===== src/source/fdc_pkg.sv =====
package fdc_pkg;

	////////////////////////////////////////
	// Clocking

	localparam int clk_master_hz = 50_000_000;                  // Matches 20 ns period
	localparam int tick_10us_cycles = clk_master_hz / 100_000;  // Index reference tick
	localparam int tick_250us_cycles = clk_master_hz / 4_000;   // Step-rate tick

	// SRAM write FIFO
	localparam int fifo_depth = 16;
	localparam int fifo_ptr_w = $clog2(fifo_depth);

	// Firmware identity
	localparam logic [15:0] mco_type = 16'hDD55;
	localparam logic [15:0] mco_version = 16'h0023;

	////////////////////////////////////////
	// Widths with a meaning

	typedef logic [7:0] byte_t;          // MCU and SRAM data byte
	typedef logic [7:0] reg_addr_t;      // Register address
	typedef logic [18:0] sram_addr_t;    // 512 K address space
	typedef logic [15:0] index_count_t;  // Index period in 10 us units
	typedef logic [6:0] step_count_t;    // Steps still to go

	////////////////////////////////////////
	// Register map

	localparam reg_addr_t reg_addr_low = 8'h00;
	localparam reg_addr_t reg_addr_high = 8'h01;
	localparam reg_addr_t reg_addr_upper = 8'h02;
	localparam reg_addr_t reg_sram_data = 8'h03;
	localparam reg_addr_t reg_drive_ctl = 8'h04;  // Reads give type and version
	localparam reg_addr_t reg_status1 = 8'h0E;
	localparam reg_addr_t reg_status2 = 8'h0F;
	localparam reg_addr_t reg_scratch = 8'h30;    // 31 to 33 are read only
	localparam reg_addr_t reg_index_hi = 8'h40;
	localparam reg_addr_t reg_index_lo = 8'h41;
	localparam reg_addr_t reg_step_rate = 8'hF0;
	localparam reg_addr_t reg_step_cmd = 8'hFF;

	// State machines
	typedef enum logic [2:0] {mwc_idle, mwc_oe_off, mwc_write, mwc_write_end, mwc_inc_addr}
		mwc_state_t;
	typedef enum logic [1:0] {step_idle, step_pulse, step_settle} step_state_t;

endpackage


===== src/source/fdc_ifs.sv =====


////////////////////////////////////////
// Head stepper control

interface stepper_if import fdc_pkg::*; ();
	byte_t step_rate;   // Step clock divider
	byte_t cmd_byte;    // Direction in bit 7, count below
	logic cmd_wr;
	logic stepping;
	logic track0_hit;   // Seek ran into track 0

	modport host (output step_rate, cmd_byte, cmd_wr, input stepping, track0_hit);
	modport stepper (input step_rate, cmd_byte, cmd_wr, output stepping, track0_hit);
endinterface



===== src/source/head_stepper.sv =====
module head_stepper import fdc_pkg::*; (
	input logic CLK_MASTER,
	input logic reset,
	input logic fd_track0_in,
	stepper_if.stepper step,
	output logic fd_step,      // Active low step pulse
	output logic fd_dir        // High steps inward
);

	logic [15:0] tick_cnt;
	logic tick;                // 250 us
	byte_t rate_cnt;
	logic step_clk;
	logic step_rise, step_fall;
	logic [1:0] trk0_s;
	step_count_t steps_left;
	step_state_t state;

	assign tick = (tick_cnt == 16'(tick_250us_cycles - 1));
	// Step clock edges, one cycle ahead of the toggle
	assign step_rise = tick && (rate_cnt == step.step_rate) && !step_clk;
	assign step_fall = tick && (rate_cnt == step.step_rate) && step_clk;
	assign step.stepping = (state != step_idle);

	////////////////////////////////////////
	// Step clock divider

	always_ff @(posedge CLK_MASTER) begin
		if (reset) begin
			tick_cnt <= '0;
			rate_cnt <= '0;
			step_clk <= 1'b0;
			trk0_s <= '0;
		end else begin
			tick_cnt <= tick ? '0 : tick_cnt + 1'b1;
			trk0_s <= {trk0_s[0], fd_track0_in};
			if (tick) begin
				if (rate_cnt == step.step_rate) begin
					rate_cnt <= '0;
					step_clk <= ~step_clk;  // Half period is step_rate + 1 ticks
				end else begin
					rate_cnt <= rate_cnt + 1'b1;
				end
			end
		end
	end

	////////////////////////////////////////
	// Step command FSM

	always_ff @(posedge CLK_MASTER) begin
		if (reset) begin
			state <= step_idle;
			steps_left <= '0;
			fd_step <= 1'b1;
			fd_dir <= 1'b0;
			step.track0_hit <= 1'b0;
		end else begin
			case (state)
				step_idle: if (step.cmd_wr) begin
					fd_dir <= step.cmd_byte[7];
					steps_left <= step.cmd_byte[6:0];
					step.track0_hit <= 1'b0;
					state <= step_settle;
				end
				step_settle: begin
					if (steps_left == '0) begin
						state <= step_idle;
					end else if (!fd_dir && trk0_s[1]) begin
						steps_left <= '0;           // Outward seek hit the stop
						step.track0_hit <= 1'b1;
						state <= step_idle;
					end else if (step_rise) begin
						fd_step <= 1'b0;
						steps_left <= steps_left - 1'b1;
						state <= step_pulse;
					end
				end
				step_pulse: if (step_fall) begin
					fd_step <= 1'b1;  // Pulse lasts one half period
					state <= step_settle;
				end
				default: state <= step_idle;
			endcase
		end
	end

	// The host waits for the busy flag before a new seek
	a_cmd_when_idle: assert property (@(posedge CLK_MASTER) disable iff (reset)
		step.cmd_wr |-> !step.stepping) else $error("Step command while stepping");

endmodule


===== src/flat_wrapper.sv =====
// flat-port wrapper written by rule: the top's interface ports become plain ports
module head_stepper_flat import fdc_pkg::*;
  (CLK_MASTER, reset, fd_track0_in, fd_step, fd_dir, step_step_rate, step_cmd_byte, step_cmd_wr, step_stepping, step_track0_hit);
  stepper_if step_i ();
  input logic CLK_MASTER;
  input logic reset;
  input logic fd_track0_in;
  output logic fd_step;
  output logic fd_dir;
  input wire logic [$bits(step_i.step_rate)-1:0] step_step_rate;
  input wire logic [$bits(step_i.cmd_byte)-1:0] step_cmd_byte;
  input wire logic [$bits(step_i.cmd_wr)-1:0] step_cmd_wr;
  output wire logic [$bits(step_i.stepping)-1:0] step_stepping;
  output wire logic [$bits(step_i.track0_hit)-1:0] step_track0_hit;
  assign step_i.step_rate = step_step_rate;
  assign step_i.cmd_byte = step_cmd_byte;
  assign step_i.cmd_wr = step_cmd_wr;
  assign step_stepping = step_i.stepping;
  assign step_track0_hit = step_i.track0_hit;
  head_stepper u_core (.CLK_MASTER(CLK_MASTER), .reset(reset), .fd_track0_in(fd_track0_in), .step(step_i), .fd_step(fd_step), .fd_dir(fd_dir));
endmodule

===== config.mk =====
export PLATFORM = sky130hd
export DESIGN_NAME = head_stepper_flat
export DESIGN_NICKNAME = d
export VERILOG_FILES = /design/src/source/fdc_pkg.sv /design/src/source/fdc_ifs.sv /design/src/source/head_stepper.sv /design/src/flat_wrapper.sv
export SDC_FILE = /design/constraint.sdc
export NUM_CORES = 1
export LEC_CHECK = 0
export BUFFER_PORTS_ARGS = -buffer_cell sky130_fd_sc_hd__buf_2
export CELL_PAD_IN_SITES_DETAIL_PLACEMENT = 1
export CELL_PAD_IN_SITES_GLOBAL_PLACEMENT = 2
export CORE_MARGIN = 4
export CORE_UTILIZATION = 32
export CTS_CLUSTER_SIZE = 10
export DETAILED_ROUTE_END_ITERATION = 8
export PLACE_DENSITY_LB_ADDON = 0.12
export SYNTH_ARGS = -nofsm -noshare
export SYNTH_HDL_FRONTEND = slang
export SYNTH_SLANG_ARGS = --single-unit

===== constraint.sdc =====
create_clock -name CLK_MASTER -period 1.8 [get_ports CLK_MASTER]
set_clock_uncertainty 0.05 [all_clocks]
set_input_delay 0.18 -clock CLK_MASTER [delete_from_list [all_inputs] [get_ports CLK_MASTER]]
set_output_delay 0.18 -clock CLK_MASTER [all_outputs]
set_load 0.05 [all_outputs]

==> Word level (Yosys, flattened, before mapping) <==
Index checks and enable logic that the tools add are counted.
{ "word_totals": {"ff_bits": 39, "in_bits": 20, "output_inout_bits": 4, "elab_cells": 64} }
{ "classes": {"addsub": 3, "n_eq_ne": 12, "muxes": 21, "bitwise_logic": 1, "n_reduce_logical": 18} }
{ "ops": {"columns": ["op", "count"], "rows": [
  ["$mux W7", 4],
  ["$add A16 B1 Y16 const B", 1],
  ["$eq A16 B14 Y1 const B", 1],
  ["$pmux W7 S2", 1],
  ["$mux W2", 5],
  ["$add A8 B1 Y8 const B", 1],
  ["$eq A8 B8 Y1", 1],
  ["$mux W8", 1],
  ["$reduce_and A4 Y1", 2],
  ["$logic_not A7 Y1", 1],
  ["$mux W1", 7],
  ["$sub A7 B1 Y7 const B", 1],
  ["$ne A2 B1 Y1 const B", 3],
  ["$ne A2 B2 Y1 const B", 3],
  ["$pmux W2 S3", 1],
  ["$reduce_bool A2 Y1", 3],
  ["$reduce_and A5 Y1", 1],
  ["$logic_and A1 B1 Y1", 4],
  ["$ne A4 B1 Y1 const B", 1],
  ["$pmux W1 S2", 2],
  ["$reduce_and A2 Y1", 2],
  ["$ne A3 B1 Y1 const B", 1],
  ["$reduce_and A3 Y1", 1],
  ["$eq A2 B1 Y1 const B", 1],
  ["other kinds (5)", 6]
]} }

==> Depth between registers and ports, before layout <==
Gate-level depths: netlist of run 1.
{ "logic_depth": {"depth_word": 7, "ltp_mapped": 7, "depth_no_buf": 7} }

==> Least setup slack after synthesis of run 1 <==
No wires, ideal clock.
{ "synth_timing": {"kind": "reg2reg", "from": "reg u_core.tick_cnt[0]", "to": "reg u_core.steps_left[3]", "setup_ps": 127, "arrival_ps": 1780, "t_required_ps": 1623, "setup_slack_ps": -157, "path_stages_with_launch": 7, "path_buffers": 0, "period_less_slack_ps": 1957, "cell_sequence": "dfxtp_1 ha_1 and4b_1 nand4_2 nor4_4 a2111oi_1 or3_1"} }
{ "synth_between": {"elab_chain_cells": 5} }
{ "synth_rtl": {"columns": ["item", "line_no", "rtl"], "rows": [
  ["start, declared", "head_stepper.sv:10", "logic [15:0] tick_cnt;"],
  ["start signal, assigned", "head_stepper.sv:35", "tick_cnt <= tick ? '0 : tick_cnt + 1'b1;"],
  ["$eq A16 B14 Y1", "head_stepper.sv:19", "assign tick = (tick_cnt == 16'(tick_250us_cycles - 1));"],
  ["$logic_and A1 B1 Y1 (2 in series)", "head_stepper.sv:21", "assign step_rise = tick && (rate_cnt == step.step_rate) && !step_clk;"],
  ["$ne A3 B1 Y1 (no line)", null, null],
  ["$reduce_and A4 Y1 (no line)", null, null],
  ["end signal, assigned", "head_stepper.sv:62", "steps_left <= step.cmd_byte[6:0];"],
  ["end signal, assigned", "head_stepper.sv:75", "steps_left <= steps_left - 1'b1;"],
  ["end, declared", "head_stepper.sv:16", "step_count_t steps_left;"]
]} }
No other way between the ends.
A chain may end at the register's enable or synchronous reset.

==> Worst setup path after layout of run 1 <==
{ "layout_timing": {"from": "reg u_core.rate_cnt[4]", "to": "reg u_core.steps_left[1]"} }
{ "layout_between": {"elab_chain_cells": 5} }
{ "layout_rtl": {"columns": ["item", "line_no", "rtl"], "rows": [
  ["start, declared", "head_stepper.sv:12", "byte_t rate_cnt;"],
  ["start signal, assigned", "head_stepper.sv:42", "rate_cnt <= rate_cnt + 1'b1;"],
  ["$eq A8 B8 Y1", "head_stepper.sv:21", null],
  ["$logic_and A1 B1 Y1 (2 in series)", "head_stepper.sv:21", null],
  ["$ne A3 B1 Y1 (no line)", null, null],
  ["$reduce_and A4 Y1 (no line)", null, null]
]} }
No other way between the ends.

==> impl_metrics.env, run 1 <==
export IMPL_synthCells=245
export IMPL_ff2ff_path_depth=5
export IMPL_fp_dieH_um=90.32
export IMPL_final_common_cell="buf_4"
export IMPL_ys_async_sr_fraction_pct=0
export IMPL_yosys_area_share_simple_pct=32.49
export IMPL_drc_errors=0
export IMPL_vias=2084
export IMPL_mostFrequentLayoutCells="buf_4, dfxtp_1, nor2_1, buf_2, nand2_1"
export IMPL_io_buffers=23
export IMPL_antenna_found_initial=0
export IMPL_clkPwrFrac_pct=32.3
export IMPL_clock_fmax_ghz=0.5629
export IMPL_worst_ir_drop_vdd_mv=0.3594
export IMPL_drv_cap=0
export IMPL_yosys_area_share_xor_xnor_pct=10.50
export IMPL_cts_made_buffers=5
export IMPL_vias_per_cell=5.171
export IMPL_place_congestion=0.8615
export IMPL_die_w_um=90.32
export IMPL_grt_max_degree=21
export IMPL_final_core_util_pct=46.86
export IMPL_start_util_pct=33.57
export IMPL_synth_edff_count=0
export IMPL_htree_levels=2
export IMPL_crit_path_start_kind="flop"
export IMPL_p_int_w=0.001468
export IMPL_grt_pass1_vias=2182
export IMPL_avgSynthCellArea_sq_um=8.850
export IMPL_leakage_nw=1.226
export IMPL_hold_path_cell_count=2
export IMPL_relSlewSlack_pct=66.00
export IMPL_status="complete, no violations"
export IMPL_cts_hold_buf=0
export IMPL_track_usage_pct=15.35
export IMPL_setup_viol=0
export IMPL_fin_nets=349
export IMPL_sw_frac_of_total_pct=28.06
export IMPL_hold_path_class="primary input to flop"
export IMPL_combPwrFrac_pct=22.3
export IMPL_hold_viol_final=0
export IMPL_dp_hpwl_mm=4.540
export IMPL_n_antenna_cell=0
export IMPL_insertion_delay_ps=300
export IMPL_path_class="flop to flop"
export IMPL_ys_seq_area_share_pct=36.01
export IMPL_std_cell_rows=29
export IMPL_die_area_sq_um=8157
export IMPL_synth_fa_ha_area_share_pct=2.308
export IMPL_clock_sinks=39
export IMPL_clockRootBuffer="clkbuf_8"
export IMPL_seqPwrFrac_pct=45.3
export IMPL_synth_compound_gate_area_share_pct=13.85
export IMPL_areaGrowthSynthToFinish_pct=39.58
export IMPL_overflow=0
export IMPL_cp_arrival_ps=1920
export IMPL_synth_distinct_cells=62
export IMPL_core_area_sq_um=6459
export IMPL_ys_flop_type="dfxtp_1"
export IMPL_ant_nets=0
export IMPL_drtIter0Drc=60
export IMPL_drive_gt1_share_pct=39.57
export IMPL_syn_area_sq_um=2168
export IMPL_clk_path_buf_depth=2
export IMPL_synth_top_family_by_area="simple AND/OR/NAND/NOR gates"
export IMPL_ys_ff_latch=39
export IMPL_cp_required_ps=1940
export IMPL_wirelength_mm=6.099
export IMPL_min_period_ps=1777
export IMPL_synth_fp_nets=269
export IMPL_switching_power_w=0.0005728
export IMPL_tightest_slew_ps=506.1
export IMPL_critPathMaxFanout=4
export IMPL_finalMaxSlewViolations=0
export IMPL_io_pins=24
export IMPL_dr_pass1_iters=4
export IMPL_grt_pass1_wl_mm=10.28
export IMPL_tritoncts="done"
export IMPL_fin_crit_sh_pct=98.70
export IMPL_cts_clk_slew_worst_paths_ps=70
export IMPL_rsz0062_at_grt="yes"
export IMPL_ys_warnings_count=0
export IMPL_end_kind="flop"
export IMPL_wire_per_inst_um=15.13
export IMPL_p_total_w=0.002041
export IMPL_synthMuxAreaShare_pct=1.443
export IMPL_power_density_nw_per_um2=674.4
-- per-layer routing --
metal	vias to the layer above	routed length [um]	GRT usage (%)
met1	991	2940	20.30
met4	0	74	4.209
met2	36	2874	25.64
met3	7	210	2.750
met5	-	0	0
li1	1050	-	-
-- power groups by stage --
| stage | logic, W | clock network (W) | registers [W] |
|---|---|---|---|
| finish | 0.000456 | 0.000660 | 0.000925 |
| global route | 0.000501 | 0.000729 | 0.000930 |
| CTS | 0.000446 | 0.000688 | 0.000926 |
| detailed placement | 0.000437 | 0 | 0.000945 |
| global placement | 0.000438 | 0 | 0.000946 |
| floorplan | 0.000224 | 0 | 0.000954 |
-- worst max-delay path: stages, from the launching register on --
cell and delay (ps):
dfxtp_1 350, xnor2_1 140, nand4_2 220, nor4_4 430
o21ai_2 160, mux2_4 320
-- final timing paths --
check,from,end,slack [ps]
worst max-delay path,u_core.rate_cnt[4]$_SDFFE_PP0N_,u_core.steps_left[1]$_SDFFE_PP0P_,20
worst max register to register,u_core.rate_cnt[4]$_SDFFE_PP0N_,u_core.steps_left[1]$_SDFFE_PP0P_,20
worst min-delay path,fd_track0_in,u_core.trk0_s[0]$_SDFF_PP0_,40
worst min register to register,u_core.trk0_s[0]$_SDFF_PP0_,u_core.trk0_s[1]$_SDFF_PP0_,400
-- timing repair --
item | in CTS | in global routing
endpoints found under the setup margin | 11 | 28
buffers inserted | 1 | 2
gates resized for setup | 12 | 15
pin swaps | 9 | 6
cloned | 0 | 1
-- registers in the layout (all words and copies together) (netlist names) --
register / count
u_core.fd_step: 1
u_core.tick_cnt: 16
u_core.state: 2
u_core.steps_left: 7
u_core.fd_dir: 1
u_core.rate_cnt: 8
u_core.step.track0_hit: 1
u_core.step_clk: 1
u_core.trk0_s: 2
-- per-stage QoR --
| step | instances | worst slack, ps | instance area, sq um | TNS, ps | hold WS [ps] |
|---|---|---|---|---|---|
| 2_1_floorplan | 245 | -61.47 | 2185 | -121.7 | 258.2 |
| 6_report | 403 | 23.37 | 3027 | 0 | 42.02 |
| 3_5_place_dp | 391 | -90.83 | 2770 | -405.7 | 345.9 |
| 3_3_place_gp | 391 | -66.59 | 2770 | -66.59 | 340.8 |
| 4_1_cts | 400 | 5.471 | 2928 | 0 | 30.65 |
| 5_1_grt | 403 | -88.35 | 3027 | -490.5 | 46.68 |
-- Yosys cell counts (2+ instances only) --
library cell  number  area (sq um)
a21oi_1            6         30.03
a32oi_1            3         26.28
and4_1             3         26.28
and4b_1            2         20.02
buf_2              2         10.01
clkbuf_1           3         11.26
dfxtp_1           39         780.8
ha_1               4         50.05
inv_1              8         30.03
mux2i_1            2         20.02
nand2_1           23         86.33
nand2b_1           2         12.51
nand3_1           11         55.05
nand4_1            5         31.28
nand4_2            4         50.05
nor2_1            27         101.4
nor2b_1            3         18.77
nor3_1            15         75.07
nor3b_1            2         15.01
nor4b_2            2         30.03
o21ai_0            8         40.04
o22ai_1            2         12.51
o311a_2            2         22.52
or3_1              5         31.28
xnor2_1           16         140.1
xor2_1            10         87.58
-- kinds of logic after synthesis --
logic type / Yosys count
and+or+nand+nor: 117
AOI/OAI and AO/OA: 40
DFF: 39
xor gates and xnor gates: 26
buffers and inverters: 16
adders and majority gates: 4
muxes: 3
-- layout make-up --
cell class                 instances  area (sq um)
clock buffer                       8         100.1
fill                             781          3432
inverter                           8         30.03
multi-input combinational        190          1415
sequential                        39         797.0
tap                               77         96.34
timing repair buffer              81         588.1
Note: power is estimated with default switching activity, not from simulation.
==> inputs of run 2 (changes only) <==
GPL_TIMING_DRIVEN = 0   (was not set)
==> impl_metrics.env, run 2 (synthesis results as in run 1) <==
export IMPL_worst_ir_drop_vdd_mv=0.3275
export IMPL_reg_largest_list="u_core.tick_cnt: 16 flops, u_core.rate_cnt: 8 flops, u_core.steps_left: 7 flops"
export IMPL_dr_pass1_iters=4
export IMPL_mostFrequentLayoutCells="nor2_1, buf_2, nand2_1, dfxtp_1, buf_4"
export IMPL_hold_viol_final=0
export IMPL_cts_hold_buf=0
export IMPL_p_total_w=0.001940
export IMPL_rsz0062_at_grt="yes"
export IMPL_final_common_cell="nor2_1"
export IMPL_ant_nets=0
export IMPL_crit_family="simple AND/OR/NAND/NOR gates"
export IMPL_io_buffers=23
export IMPL_n_antenna_cell=0
export IMPL_p_int_w=0.001333
export IMPL_crit_path_start_kind="flop"
export IMPL_hold_path_class="primary input to flop"
export IMPL_vias_per_cell=5.331
export IMPL_fin_nets=321
export IMPL_cp_slowest_cell="dfxtp_2"
export IMPL_clockRootBuffer="clkbuf_8"
export IMPL_antenna_found_initial=0
export IMPL_worst_path_buf_inv=1
export IMPL_overflow=0
export IMPL_reg2reg_setup_slack_ps=-10
export IMPL_io_pins=24
export IMPL_start_util_pct=33.57
export IMPL_cp_required_ps=1930
export IMPL_clk_path_buf_depth=2
export IMPL_largest_reg_flops=16
export IMPL_clock_fmax_ghz=0.5514
export IMPL_place_congestion=0.7379
export IMPL_grt_max_degree=13
export IMPL_die_w_um=90.32
export IMPL_wire_per_inst_um=16.34
export IMPL_cp_arrival_ps=1940
export IMPL_drtIter0Drc=69
export IMPL_status="finished, violations left"
export IMPL_cts_clk_slew_worst_paths_ps=90
export IMPL_critPathMaxFanout=4
export IMPL_path_cells="ha_4 > and4b_1 > nand4_4 > nor4_4 > buf_6 > o21ai_4 > mux2_4"
export IMPL_insertion_delay_ps=300
export IMPL_switching_power_w=0.0006069
export IMPL_core_area_sq_um=6459
export IMPL_clock_sinks=39
export IMPL_track_usage_pct=14.80
export IMPL_vias=1999
export IMPL_worst_slack_ps=-13.43
export IMPL_die_area_sq_um=8157
export IMPL_sw_frac_of_total_pct=31.28
export IMPL_grt_pass1_wl_mm=9.825
export IMPL_std_cell_rows=29
export IMPL_fin_crit_sh_pct=100.7
export IMPL_holdWs_ps=36.97
export IMPL_path_class="flop to flop"
export IMPL_htree_levels=2
export IMPL_dp_slack_ps=-467.3
export IMPL_areaGrowthSynthToFinish_pct=34.05
export IMPL_drc_errors=0
export IMPL_wirelength_mm=6.128
export IMPL_combPwrFrac_pct=21.0
export IMPL_end_kind="flop"
export IMPL_seqPwrFrac_pct=47.9
export IMPL_dp_hpwl_mm=4.050
export IMPL_power_density_nw_per_um2=667.5
export IMPL_leakage_nw=1.081
export IMPL_cts_made_buffers=5
export IMPL_finalMaxSlewViolations=0
export IMPL_fp_dieH_um=90.32
export IMPL_regMostFlops="u_core.tick_cnt"
export IMPL_min_period_ps=1813
export IMPL_max_stage_delay_ps=360
export IMPL_tritoncts="done"
export IMPL_clkPwrFrac_pct=31.2
export IMPL_drive_gt1_share_pct=39.60
export IMPL_drv_cap=0
export IMPL_tightest_slew_ps=597.5
export IMPL_grt_pass1_vias=1982
export IMPL_relSlewSlack_pct=60.02
export IMPL_violations="setup timing"
export IMPL_setup_viol=2
-- run 2: worst reg2reg max path, stage by stage (launching register included) --
cell and delay [ps]:
dfxtp_2 360, ha_4 150, and4b_1 240, nand4_4 140
nor4_4 180, buf_6 170, o21ai_4 90, mux2_4 320
-- run 2: per-stage QoR --
stage	setup TNS, ps	instance area (sq um)	utilization (%)	cells
2_1_floorplan	-121.7	2185	-	245
3_3_place_gp	-5748	2396	37.10	345
3_5_place_dp	-6379	2396	37.10	345
4_1_cts	-6.474	2698	41.77	368
5_1_grt	-672.5	2907	45.00	375
6_report	-17.89	2907	45.00	375
-- run 2: area by class of cell --
type	count	area, sq um
buffer	6	28.78
clock buffer	6	72.57
clock inverter	2	12.51
fill	759	3552
inverter	8	30.03
multi-input combinational	190	1534
sequential	39	820.8
tap	77	96.34
timing repair buffer	47	311.5
-- run 2: per-layer routing --
metal	part of all wire, %	GRT usage, %	vias up
met5	0	0	-
met1	49	19.63	970
met4	1.0	4.719	0
li1	-	-	999
met3	2.5	3.250	5
met2	48	23.90	25
-- run 2: what timing repair did --
item / CTS / global route
endpoints found under the setup margin: 32 / 23
pin swaps: 12 / 15
gates resized for setup: 30 / 33
gates cloned: 0 / 1
hold endpoints to repair: 0 / 0
buffers inserted: 16 / 7
-- run 2: final timing paths --
kind                                               startpoint                                 to  depth (start not counted)
worst max-delay path            u_core.tick_cnt[0]$_SDFF_PP0_  u_core.steps_left[1]$_SDFFE_PP0P_                          7
worst min-delay path                             fd_track0_in        u_core.trk0_s[0]$_SDFF_PP0_                          2
worst max register to register  u_core.tick_cnt[0]$_SDFF_PP0_  u_core.steps_left[1]$_SDFFE_PP0P_                          7
worst min register to register    u_core.trk0_s[0]$_SDFF_PP0_        u_core.trk0_s[1]$_SDFF_PP0_                          1
-- run 2: power by group through the flow --
stage          sequential (W)  clock, W  combinational, W
2_1_floorplan        0.000954         0          0.000224
3_3_place_gp         0.000952         0          0.000325
3_5_place_dp         0.000951         0          0.000328
4_1_cts              0.000931  0.000627          0.000373
5_1_grt              0.000936  0.000676          0.000443
6_report             0.000929  0.000605          0.000407
