==> config.mk <==
export PLATFORM = sky130hd
export DESIGN_NAME = index_timer_flat
export DESIGN_NICKNAME = d
export VERILOG_FILES = /design/src/source/fdc_pkg.sv /design/src/source/fdc_ifs.sv /design/src/source/index_timer.sv /design/src/flat_wrapper.sv
export SDC_FILE = /design/constraint.sdc
export NUM_CORES = 1
export LEC_CHECK = 0
export BUFFER_PORTS_ARGS = -buffer_cell sky130_fd_sc_hd__clkbuf_2
export CORE_MARGIN = 2
export CORE_UTILIZATION = 30
export CTS_BUF_LIST = sky130_fd_sc_hd__clkbuf_4 sky130_fd_sc_hd__clkbuf_8
export CTS_CLUSTER_DIAMETER = 40
export CTS_CLUSTER_SIZE = 12
export DETAILED_ROUTE_END_ITERATION = 8
export GPL_TIMING_DRIVEN = 0
export PLACE_DENSITY = 0.51
export SLEW_MARGIN = 10
export SYNTH_ARGS = -nofsm -noshare
export SYNTH_HDL_FRONTEND = slang
export SYNTH_SLANG_ARGS = --single-unit
==> constraint.sdc <==
create_clock -name CLK_MASTER -period 2.5 [get_ports CLK_MASTER]
set_clock_uncertainty 0.15 [all_clocks]
set_input_delay 0.25 -clock CLK_MASTER [delete_from_list [all_inputs] [get_ports CLK_MASTER]]
set_output_delay 0.25 -clock CLK_MASTER [all_outputs]
set_load 0.02 [all_outputs]
==> src/source/fdc_pkg.sv <==
package fdc_pkg;

	////////////////////////////////////////
	// Clocking

	localparam int clk_master_hz = 50_000_000;                  // Matches 20 ns period
	localparam int tick_10us_cycles = clk_master_hz / 100_000;  // Index reference tick
	localparam int tick_250us_cycles = clk_master_hz / 4_000;   // Step-rate tick

	// SRAM write FIFO
	localparam int fifo_depth = 16;
	localparam int fifo_ptr_w = $clog2(fifo_depth);

	// Firmware identity
	localparam logic [15:0] mco_type = 16'hDD55;
	localparam logic [15:0] mco_version = 16'h0023;

	////////////////////////////////////////
	// Widths with a meaning

	typedef logic [7:0] byte_t;          // MCU and SRAM data byte
	typedef logic [7:0] reg_addr_t;      // Register address
	typedef logic [18:0] sram_addr_t;    // 512 K address space
	typedef logic [15:0] index_count_t;  // Index period in 10 us units
	typedef logic [6:0] step_count_t;    // Steps still to go

	////////////////////////////////////////
	// Register map

	localparam reg_addr_t reg_addr_low = 8'h00;
	localparam reg_addr_t reg_addr_high = 8'h01;
	localparam reg_addr_t reg_addr_upper = 8'h02;
	localparam reg_addr_t reg_sram_data = 8'h03;
	localparam reg_addr_t reg_drive_ctl = 8'h04;  // Reads give type and version
	localparam reg_addr_t reg_status1 = 8'h0E;
	localparam reg_addr_t reg_status2 = 8'h0F;
	localparam reg_addr_t reg_scratch = 8'h30;    // 31 to 33 are read only
	localparam reg_addr_t reg_index_hi = 8'h40;
	localparam reg_addr_t reg_index_lo = 8'h41;
	localparam reg_addr_t reg_step_rate = 8'hF0;
	localparam reg_addr_t reg_step_cmd = 8'hFF;

	// State machines
	typedef enum logic [2:0] {mwc_idle, mwc_oe_off, mwc_write, mwc_write_end, mwc_inc_addr}
		mwc_state_t;
	typedef enum logic [1:0] {step_idle, step_pulse, step_settle} step_state_t;

endpackage

==> src/source/fdc_ifs.sv <==


////////////////////////////////////////
// Index period readout

interface index_if import fdc_pkg::*; ();
	logic hi_read;      // High byte read starting
	byte_t period_hi;
	byte_t period_lo;
	logic new_meas;

	modport host (output hi_read, input period_hi, period_lo, new_meas);
	modport timer (input hi_read, output period_hi, period_lo, new_meas);
endinterface

==> src/source/index_timer.sv <==
module index_timer import fdc_pkg::*; (
	input logic CLK_MASTER,
	input logic reset,
	input logic fd_index_in,
	index_if.timer index
);

	logic [15:0] tick_cnt;
	logic tick;                 // 10 us reference
	logic [2:0] idx_s;          // Sync plus edge stage
	logic idx_rise;
	index_count_t period_cnt;
	index_count_t period_lat;   // Last full measurement

	assign tick = (tick_cnt == 16'(tick_10us_cycles - 1));
	assign idx_rise = idx_s[1] & ~idx_s[2];

	always_ff @(posedge CLK_MASTER) begin
		if (reset) begin
			tick_cnt <= '0;
			idx_s <= '0;
			period_cnt <= '0;
			period_lat <= '0;
			index.period_lo <= '0;
			index.new_meas <= 1'b0;
		end else begin
			tick_cnt <= tick ? '0 : tick_cnt + 1'b1;
			idx_s <= {idx_s[1:0], fd_index_in};
			if (idx_rise) begin
				period_lat <= period_cnt;  // Save and restart
				period_cnt <= '0;
			end else if (tick && (period_cnt != '1)) begin
				period_cnt <= period_cnt + 1'b1;  // Saturates with no index
			end
			if (index.hi_read)
				index.period_lo <= period_lat[7:0];  // Pairs with the high byte shown
			if (index.hi_read)
				index.new_meas <= 1'b0;  // Clear beats a new edge
			else if (idx_rise)
				index.new_meas <= 1'b1;
		end
	end

	assign index.period_hi = period_lat[15:8];

endmodule

==> src/flat_wrapper.sv <==
// flat-port wrapper written by rule: the top's interface ports become plain ports
module index_timer_flat import fdc_pkg::*;
  (CLK_MASTER, reset, fd_index_in, index_hi_read, index_period_hi, index_period_lo, index_new_meas);
  index_if index_i ();
  input logic CLK_MASTER;
  input logic reset;
  input logic fd_index_in;
  input wire logic [$bits(index_i.hi_read)-1:0] index_hi_read;
  output wire logic [$bits(index_i.period_hi)-1:0] index_period_hi;
  output wire logic [$bits(index_i.period_lo)-1:0] index_period_lo;
  output wire logic [$bits(index_i.new_meas)-1:0] index_new_meas;
  assign index_i.hi_read = index_hi_read;
  assign index_period_hi = index_i.period_hi;
  assign index_period_lo = index_i.period_lo;
  assign index_new_meas = index_i.new_meas;
  index_timer u_core (.CLK_MASTER(CLK_MASTER), .reset(reset), .fd_index_in(fd_index_in), .index(index_i));
endmodule
-- After elaboration in Yosys (flattened, before gate mapping)
Index checks and enable logic that the tools add are counted.
- bits in registers: 60
- bits of input ports: 4
- output and inout bits: 17
- word-level logic and storage cells: 16
- add/subtract/negate cells: 2
- equal/unequal tests: 2
- bitwise gates (word level): 2
- reductions and logical operators: 4
- operators by type and width (operator ; count):
    $add A16 B1 Y16 const B ; 2
    $eq A16 B9 Y1 const B ; 1
    $ne A16 B16 Y1 const B ; 1
    $reduce_or A2 Y1 ; 3
    $and A1 B1 Y1 ; 1
    $logic_and A1 B1 Y1 ; 1
    $not A1 Y1 ; 1

-- Longest topological paths before layout
Gate-level depths: netlist of the first run.
- depth in word-level cells: 3
- gate-level depth with buffers: 8
- depth with buffers taken out: 6

-- Worst setup path before layout of the first run
No wires, ideal clock.
- kind: register -> register
- start: reg u_core.tick_cnt[10]
- end: reg u_core.period_cnt[12]
- library setup time: 0.129 ns
- arrival time: 2.063 ns
- required time: 2.221 ns
- setup slack: 0.159 ns
- cell stages (with the launch flop): 7
- path buffers: 1
- period minus slack after synthesis: 2.341 ns
- path through: dfxtp_1 or4_4 or4_4 buf_6 nor4_1 and3_1 nor3_2
- word-level cells in the longest chain between the ends: 2
- RTL lines (element ; line ; text):
    from (decl) ; index_timer.sv:8 ; logic [15:0] tick_cnt;
    from (signal assigned) ; index_timer.sv:27 ; tick_cnt <= tick ? '0 : tick_cnt + 1'b1;
    $eq A16 B9 Y1 ; index_timer.sv:15 ; assign tick = (tick_cnt == 16'(tick_10us_cycles - 1));
    $logic_and A1 B1 Y1 ; index_timer.sv:32 ; end else if (tick && (period_cnt != '1)) begin
    to (signal assigned) ; index_timer.sv:33 ; period_cnt <= period_cnt + 1'b1;
    to (decl) ; index_timer.sv:12 ; index_count_t period_cnt;
Every way passes these cells.
A chain may end at the register's enable or synchronous reset.

-- Worst setup path in the final report of the first run
Ends and elaborated chain as after synthesis.

==> results of run 1 <==
-- registers in the layout (all words and copies together), names as in the netlist --
register                count
u_core.index.period_lo      8
u_core.period_cnt          16
u_core.period_lat          16
u_core.idx_s                3
u_core.index.new_meas       1
u_core.tick_cnt            16
-- what timing repair did --
action                                  in CTS  in global routing
setup buffers                                0                  0
hold endpoints to repair                     1                  0
hold buffers                                 1                  0
endpoints found under the setup margin       0                 15
gates resized for setup                      0                  3
-- layout by cell type, fill, tap and decap left out, types with 2 or more instances in the layout --
cell / synthesis / layout
ha_1: 2 / 2
or4_1: 2 / 2
clkbuf_2: 1 / 20
nand2b_1: 3 / 3
nor2_1: 43 / 43
xor2_1: 9 / 9
xnor2_1: 14 / 14
dfxtp_1: 60 / 60
clkinv_2: 0 / 2
nand4_1: 10 / 10
and3_1: 2 / 2
clkinvlp_4: 0 / 2
clkbuf_8: 0 / 9
nand3_1: 10 / 10
nor4_2: 2 / 3
nand2_1: 49 / 49
nor2b_1: 4 / 4
a21oi_1: 18 / 18
nor3_2: 4 / 4
or3_1: 4 / 4
buf_1: 2 / 2
a211o_1: 2 / 2
clkbuf_1: 8 / 8
mux2i_1: 8 / 8
nor3_1: 10 / 10
or4_4: 2 / 2
buf_4: 8 / 8
inv_1: 4 / 4
o21ai_0: 2 / 2
-- worst max-delay path by stage --
| stage | start | endpoint | slack, ps | cells after the start |
|---|---|---|---|---|
| 6_report | u_core.tick_cnt[10] | u_core.period_cnt[12] | 70 | 6 |
| 5_1_grt | u_core.tick_cnt[7] | u_core.period_cnt[12] | -5 | 6 |
| 4_1_cts | u_core.tick_cnt[10] | u_core.period_cnt[12] | 50 | 6 |
| 3_5_place_dp | u_core.tick_cnt[9] | u_core.period_cnt[12] | 60 | 6 |
| 3_3_place_gp | u_core.tick_cnt[10] | u_core.period_cnt[12] | 30 | 6 |
| 2_1_floorplan | u_core.tick_cnt[10] | u_core.period_cnt[12] | 160 | 6 |
-- final cells by class --
| cell class | instances | area, sq um |
|---|---|---|
| sequential | 60 | 1200 |
| tap | 105 | 131 |
| clock inverter | 6 | 63.8 |
| buffer | 22 | 134 |
| fill | 880 | 5240 |
| timing repair buffer | 20 | 105 |
| multi-input combinational | 212 | 1240 |
| clock buffer | 10 | 131 |
| inverter | 4 | 15.0 |
-- metrics by stage --
stage	setup TNS, ps	instances	hold WS [ps]
2_1_floorplan	0	299	228
3_3_place_gp	0	423	267
3_5_place_dp	0	423	278
4_1_cts	0	440	240
5_1_grt	-5.32	439	272
6_report	0	439	271
-- report_power, final --
part / switching (mW) / internal, mW / total, mW
combinational: 0.0342 / 0.0161 / 0.0502
clock: 0.388 / 0.471 / 0.858
sequential: 0.00543 / 0.962 / 0.967
total: 0.427 / 1.45 / 1.88
-- routing by layer --
layer  vias up  GRT usage (%)  wire, um
li1       1055              -         -
met1       859           13.8      2490
met2        28           17.8      2170
met3         4           5.06       206
met4         0           4.23        40
met5         -              0         0
-- logic make-up after synthesis --
| family | share of synthesized area, % |
|---|---|
| simple gates | 30.3 |
| flops | 46.7 |
| buf+inv | 5.98 |
| compound gates | 5.11 |
| xor+xnor | 7.83 |
| mux | 3.11 |
| fa+ha+maj | 0.973 |
-- worst min-delay path: stages --
cell and delay, ps:
clkbuf_2 110, clkbuf_1 220, nor2b_1 140
==> run metrics, run 1 <==
status=finished clean; Post-synth EDFFs=0; synthesized cell area=2570 sq um; Reg2Reg Depth=6; DRT antenna net count=0; Site Rows=33; HP Start=reset; largest net degree at the start of global routing=12; cts bufs inserted=9; register-to-register setup slack=70 ps; slack of the critical path=71.3 ps; CP Launch Type=flip-flop; most area-consuming cells after synthesis=dfxtp_1 (47%), nand2_1 (7.1%), nor2_1 (6.3%), xnor2_1 (4.8%), a21oi_1 (3.5%); Design Area, Final=3020 sq um; Worst Setup End Kind=flip-flop; Crit Path Category=reg2reg; DRC=0; most frequent cell after synthesis=dfxtp_1; Post-Route WL=4910 um; initial antenna violation count=0; I/O pin cnt=21; Synth Instances=299; CP top delay family=simple AND/OR/NAND/NOR gates; Die Area=9330 sq um; die span in y=96.6 um; synth unique cells=39; Design Power=1.88 mW; Warnings, synthesis=0; Clk Latency, worst-skew pair=340 ps; final core occ=36.6%; vias per inst=4.43; DP Area=2800 sq um; clk buf depth=2; worst path bufs/invs=1; I/O Buffers=19; Slowest-stage cell, CP=or4_4; CP arrival=2500 ps; asr flop ratio synth=0%; total grt overflow=0; Cell Pwr Density=621 nW/um^2; CTS tree=yes; cell taking the most area after synthesis=dfxtp_1; Die W=96.6 um; Seq/Total Area, Yosys=46.7%; Synth top area share=46.7%; # setup viols final=0; Area Growth Syn to Fin=17.4%; DP Wirelength=3440 um; first drt pass iteration count=4; global-route wire length before repair=8630 um; Period minus WS final=2430 ps; worst slack, placed=62.9 ps; FF-to-FF Start=u_core.tick_cnt[10]; Initial Util=31.2%; maximum fanout along the worst path=8; NumNets Final=335; Synthesized Nets=305; peak supply drop=0.302 mV; core box area=8260 sq um; Slew Limit Headroom=55.7%; share of cells above drive strength 1=18.0%; CP most frequent cell=or4_4; overall routing resource usage=11.4%; Hold WC Path Type=in2reg; top_reg_cell synth=dfxtp_1; CTS sink count=60; hold path endpoint=u_core.idx_s[1]; Avg Inst Size Synth=8.60 sq um; max-cap viol count=0; Vias=1946; vias in the first global route=1889; Lkg Pwr=1.06 nW; root buffer cell=clkbuf_8; Clock transition at path regs=70 ps; hold path depth=3; max incr delay on CP=540 ps; Fin. Hold Viols=0; FF+latch count, synth=60; r2r endpoint=u_core.period_cnt[12]; Final Max Slew Viols=0; synth cell count leaders=dfxtp_1 (60), nand2_1 (49), nor2_1 (43), a21oi_1 (18), xnor2_1 (14); ANT cells=0; Req. time, crit path=2570 ps; WL/cell=11.2 um; worst-margin pin slew=660 ps; DR iter-0 viols=93; Final GP Congestion=0.790; H-tree levels=3; Max Clock Freq=412 MHz; Final period util=97.1%; cell chain of the critical path=or4_4 -> or4_4 -> buf_6 -> nor4_2 -> and3_1 -> nor3_2
(Power assumes the default switching activity.)
==> run 2: changes to the inputs <==
- GPL_ROUTABILITY_DRIVEN: not set -> 1
- clock period: 2.5 -> 2.6 ns (I/O delays scaled with it)
==> run 2 against run 1 <==
  * Sequential power down 3.8%
  * Register-to-register slack better by 60 ps
  * Critical endpoint unchanged
  * Clock-buffer cell count unchanged
  * Via count up 0.87%
  * Fmax down 1.6%
  * Setup slack better by 60 ps
  * Largest power group unchanged
  * Combinational power down 2%
  * Critical path depth unchanged
  * Non-clock buffer count up 1
  * Sequential share of layout area up 0.13 points
==> run metrics, run 2 (synthesis gave the netlist of run 1 again) <==
worst slack, placed=163 ps (+100 ps); fillcell total=880 (unchanged); total grt overflow=0 (unchanged); Met2 Routed Length=2130 um (-1.8%); worst-margin pin slew=664 ps (+3.45 ps); Fin. Hold Viols=0 (unchanged); max incr delay on CP=540 ps (about the same); Slew Limit Headroom=55.4% (-0.23 points); overall routing resource usage=11.4% (unchanged); Metal-1 WL=2470 um (-0.84%); Period minus WS final=2470 ps (+39.8 ps); Die Area=9330 sq um (unchanged); DRT antenna net count=0 (unchanged); H-tree levels=3 (unchanged); Crit Path Category=reg2reg; maximum fanout along the worst path=8 (unchanged); Site Rows=33 (unchanged); FF-to-FF Start=u_core.tick_cnt[10]; most frequent cells in the layout=dfxtp_1 (60), nand2_1 (49), nor2_1 (43); Hold WC Path Type=in2reg; I/O pin cnt=21 (unchanged); vias in the first global route=1889 (unchanged); status=finished clean; worst path bufs/invs=1 (unchanged); TNS Setup=0 ps (unchanged); Cell Pwr Density=600 nW/um^2 (-3.4%); Lkg Pwr=1.06 nW (+0.36%); core box area=8260 sq um (unchanged); Post-CTS Setup Bufs=0 (unchanged); Final GP Congestion=0.790 (unchanged); CTS sink count=60 (unchanged); biggest regs=u_core.period_cnt (16), u_core.period_lat (16), u_core.tick_cnt (16); ANT cells=0 (unchanged); Vias=1963 (+0.87%); Post-Route WL=4890 um (-0.37%); DP Wirelength=3440 um (unchanged); Reg2Reg Depth=6 (unchanged); hold path depth=4 (+1); Max Clock Freq=405 MHz (-1.6%); slack of the critical path=132 ps (+60.2 ps); max-cap viol count=0 (unchanged); CP most frequent cell=or4_4; register-to-register setup slack=130 ps (+60 ps); RSZ-0062 raised after global routing=false; CP top delay family=simple AND/OR/NAND/NOR gates; I/O Buffers=19 (unchanged); peak supply drop=0.290 mV (-3.8%); Clk Latency, worst-skew pair=340 ps (about the same); Final Max Slew Viols=0 (unchanged); Die W=96.6 um (unchanged); DRC=0 (unchanged); Final period util=94.9% (-2.2 points); final core occ=36.5% (-0.12 points); first drt pass iteration count=4 (unchanged); Area Growth Syn to Fin=17.0%; vias per inst=4.46 (+0.64%); # setup viols final=0 (unchanged); HP Start=reset; most common cell after layout, fill and taps aside=dfxtp_1; Met3 Routed Length=229 um (+11%); WL/cell=11.1 um (-0.59%); Min Hold Slack=262 ps (-9.24 ps); Slowest-stage cell, CP=or4_4; CTS tree=yes; Worst Setup End Kind=flip-flop; NumNets Final=336 (+0.30%); share of cells above drive strength 1=17.9% (-0.054 points); hold path endpoint=u_core.tick_cnt[15]; largest net degree at the start of global routing=12 (unchanged); Top Layer Used=met4; Req. time, crit path=2670 ps (+100 ps); root buffer cell=clkbuf_8; global-route wire length before repair=8630 um (unchanged); cell chain of the critical path=or4_4 -> or4_4 -> buf_6 -> nor4_1 -> and3_1 -> nor3_2; r2r endpoint=u_core.period_cnt[12]; CP Launch Type=flip-flop; clk buf depth=2 (unchanged); initial antenna violation count=0 (unchanged); Clock transition at path regs=70 ps (about the same); Initial Util=31.2% (unchanged); die span in y=96.6 um (unchanged); cts bufs inserted=9 (unchanged); CP arrival=2540 ps (+40 ps); DR iter-0 viols=88 (-5.4%)
run 2: cell count changes in the layout (fill, tap and decap cells not counted):
cell    delta
buf_2      +1
nor4_1     +1
nor4_4     -1
run 2: power breakdown:
group | switching, mW | internal (mW) | leakage, nW
combinational | 0.0330 | 0.0160 | 0.482
sequential | 0.00525 | 0.925 | 0.484
clock | 0.375 | 0.452 | 0.0961
run 2: cell type report:
cell class                 count  area (sq um)  area share, %
multi-input combinational    212          1220           40.6
sequential                    60          1200           39.9
buffer                        23           139           4.61
clock buffer                  10           131           4.36
tap                          105           131           4.36
timing repair buffer          20           105           3.49
clock inverter                 6          63.8           2.12
inverter                       4          15.0          0.499
run 2: worst max path at each step:
stage / startpoint / end / slack [ps] / cells past startpoint
finish: u_core.tick_cnt[10] / u_core.period_cnt[12] / 130 / 6
global route: u_core.tick_cnt[7] / u_core.tick_cnt[7] / 70 / 7
CTS: u_core.tick_cnt[10] / u_core.period_cnt[12] / 150 / 6
detailed placement: u_core.tick_cnt[9] / u_core.period_cnt[12] / 160 / 6
global placement: u_core.tick_cnt[10] / u_core.period_cnt[12] / 130 / 6
floorplan: u_core.tick_cnt[10] / u_core.period_cnt[12] / 260 / 6
run 2: metal layers:
metal  vias up  track usage, %
met3         6            5.06
met5         -               0
met1       866            13.8
met4         0            4.23
li1       1058               -
met2        33            17.8
run 2: worst register-to-register path, cell delays in order, from the launching register on:
cell and delay [ps]:
dfxtp_1 360, or4_4 540, or4_4 540, buf_6 160, nor4_1 350, and3_1 220
nor3_2 40
run 2: repair_timing:
item,4_1_cts,5_1_grt
hold endpoints to repair,1,0
hold buffers,1,0
resized for setup,0,1
endpoints found under the setup margin,0,3
run 2: stage by stage:
| stage | cell area [sq um] | power [mW] | cells |
|---|---|---|---|
| after floorplan | 2570 | 0.986 | 299 |
| after global placement | 2800 | 1.00 | 423 |
| after detailed placement | 2800 | 1.00 | 423 |
| after CTS | 3000 | 1.84 | 440 |
| after global routing | 3010 | 1.89 | 440 |
| final | 3010 | 1.81 | 440 |
==> run 3: changes to the inputs <==
- CORE_MARGIN: 2 -> not set
- SETUP_SLACK_MARGIN: not set -> 0.02
- SLEW_MARGIN: 10 -> 20
==> run 3 against run 2 <==
  * Clock-buffer cell count shrank 1
  * Critical path type unchanged
  * First-iteration DRC count fell by 51%
  * Sequential power about the same
  * Combinational power about the same
  * Global-route usage up 1.4 points
  * Via count increased by 0.51%
  * Core utilization up 0.41 points
  * Wire length fell by 0.78%
  * Largest power group is now the clock network
  * Setup slack gained 62 ps
  * Register-to-register slack better by 60 ps
  * Non-clock buffer count unchanged
  * Total power grew 5.9%
==> run metrics, run 3 (synthesis gave the netlist of run 1 again) <==
r2r endpoint=u_core.period_cnt[12]; I/O pin cnt=21 (unchanged); CTS tree=yes; biggest regs=u_core.period_cnt (16), u_core.period_lat (16), u_core.tick_cnt (16); largest net degree at the start of global routing=13 (+1); Psw=0.428 mW (+3.4%); most common cell after layout, fill and taps aside=dfxtp_1; most frequent cells in the layout=dfxtp_1 (60), nand2_1 (49), nor2_1 (43); initial antenna violation count=0 (unchanged); Final period util=92.5% (-2.4 points); placed instance count=423 (unchanged); CP arrival=2480 ps (-60 ps); status=finished clean; slack of the critical path=194 ps (+62.2 ps); Final Max Slew Viols=0 (unchanged); global-route wire length before repair=8760 um (+1.5%); Initial Util=31.2% (unchanged); vias in the first global route=1874 (-0.79%); die span in y=94.6 um (-2.1%); CTS sink count=60 (unchanged); Die W=94.6 um (-2.1%); fillcell total=896 (+1.8%); Clock transition at path regs=70 ps (about the same); first drt pass iteration count=4 (unchanged); FF-to-FF Start=u_core.tick_cnt[10]; Slew Limit Headroom=58.4% (+3.0 points); Hold WC Path Type=in2reg; Req. time, crit path=2670 ps (about the same); Reg2Reg Depth=6 (unchanged); Final GP Congestion=0.741 (-6.2%); RSZ-0062 raised after global routing=false; post-route insts no fill=440 (unchanged); Vias=1973 (+0.51%); share of cells above drive strength 1=18.2% (+0.30 points); NumNets Final=336 (unchanged); Int Pwr=1.49 mW (+6.6%); Design Power=1.91 mW (+5.9%); max-cap viol count=0 (unchanged); combinational fraction of design power=2.6% (about the same); DR iter-0 viols=43 (-51%); total grt overflow=0 (unchanged); Fin. Hold Viols=0 (unchanged); cts bufs inserted=9 (unchanged); Clock power frac=48.9% (+3.1 points); Lkg Pwr=1.08 nW (+1.3%); I/O Buffers=19 (unchanged); Switching Share=22.4% (-0.53 points); worst-margin pin slew=619 ps (-44.4 ps); area taken by multi-input logic gates=1230 sq um (+0.51%); DRC=0 (unchanged); DP Wirelength=3430 um (-0.37%); Worst Setup End Kind=flip-flop; root buffer cell=clkbuf_8; clk buf depth=2 (unchanged); register-to-register setup slack=190 ps (+60 ps); core box area=8260 sq um (unchanged); vias per inst=4.48 (+0.51%); Seq pwr share=48.6% (-2.9 points); DRT antenna net count=0 (unchanged); WL/cell=11.0 um (-0.78%); Post-Route WL=4850 um (-0.78%); sequential standard cell area=1200 sq um (unchanged); overall routing resource usage=12.8% (+1.4 points); Die Area=8950 sq um (-4.1%); Cell Pwr Density=629 nW/um^2 (+4.7%); maximum fanout along the worst path=8 (unchanged); # setup viols final=0 (unchanged); Max Clock Freq=416 MHz (+2.6%); worst slack, placed=150 ps (-12.9 ps); Site Rows=33 (unchanged); H-tree levels=3 (unchanged); Period minus WS final=2410 ps (-62.2 ps); TNS Setup=0 ps (unchanged); CP Launch Point=u_core.tick_cnt[10]; CP Capture Point=u_core.period_cnt[12]; Area Growth Syn to Fin=18.3%; ANT cells=0 (unchanged); CP Launch Type=flip-flop; Crit Path Category=reg2reg; peak supply drop=0.468 mV (+61%); Clk Latency, worst-skew pair=350 ps (about the same)
run 3: worst min-delay path by stage:
stage / startpoint / slack, ps / cells past startpoint / end
global placement: u_core.idx_s[0] / 270 / 1 / u_core.idx_s[1]
detailed placement: u_core.idx_s[0] / 280 / 1 / u_core.idx_s[1]
finish: reset / 250 / 4 / u_core.tick_cnt[3]
global route: reset / 260 / 4 / u_core.tick_cnt[4]
floorplan: fd_index_in / 240 / 1 / u_core.idx_s[0]
CTS: reset / 240 / 4 / u_core.tick_cnt[3]
run 3: final cells by class:
| cell class | instances | share of cell area (%) |
|---|---|---|
| repair buffers | 20 | 3.45 |
| inverters | 4 | 0.493 |
| flip-flops and latches | 60 | 39.5 |
| well taps | 105 | 4.32 |
| clock buffers | 9 | 4.07 |
| multi-input cells | 212 | 40.4 |
| clock inverters | 7 | 3.25 |
| plain buffers | 23 | 4.56 |
run 3: repair_timing:
item | in CTS | in global routing
hold endpoints to repair | 1 | 0
endpoints found under the setup margin | 0 | 4
buffers inserted | 0 | 0
gates resized for setup | 0 | 2
hold buffers | 1 | 0
run 3: layer usage:
metal	vias up	share of wire [%]	track usage (%)
met5	-	0	0
met4	0	0.74	4.67
met3	4	4.0	5.56
met2	34	44	20.0
met1	867	51	15.5
li1	1068	-	-
run 3: power by group through the flow:
stage | combinational (mW) | sequential (mW) | clock [mW]
detailed placement | 0.0492 | 0.951 | 0
floorplan | 0.0357 | 0.950 | 0
global placement | 0.0490 | 0.951 | 0
global route | 0.0570 | 0.931 | 1.02
CTS | 0.0507 | 0.930 | 0.964
finish | 0.0488 | 0.930 | 0.935
run 3: critical path: stages, from the launching register on:
cell and delay, ps:
dfxtp_1 360, or4_4 530, or4_4 540, buf_6 160, nor4_2 290, and3_1 210, nor3_2 40
run 3: through the flow:
stage                     utilization [%]  instance area, sq um  hold slack (ps)
final                                36.9                  3040              247
after global routing                 36.9                  3040              265
after CTS                            36.7                  3030              242
after detailed placement             33.9                  2800              279
after global placement               33.9                  2800              266
after floorplan                         -                  2570              238
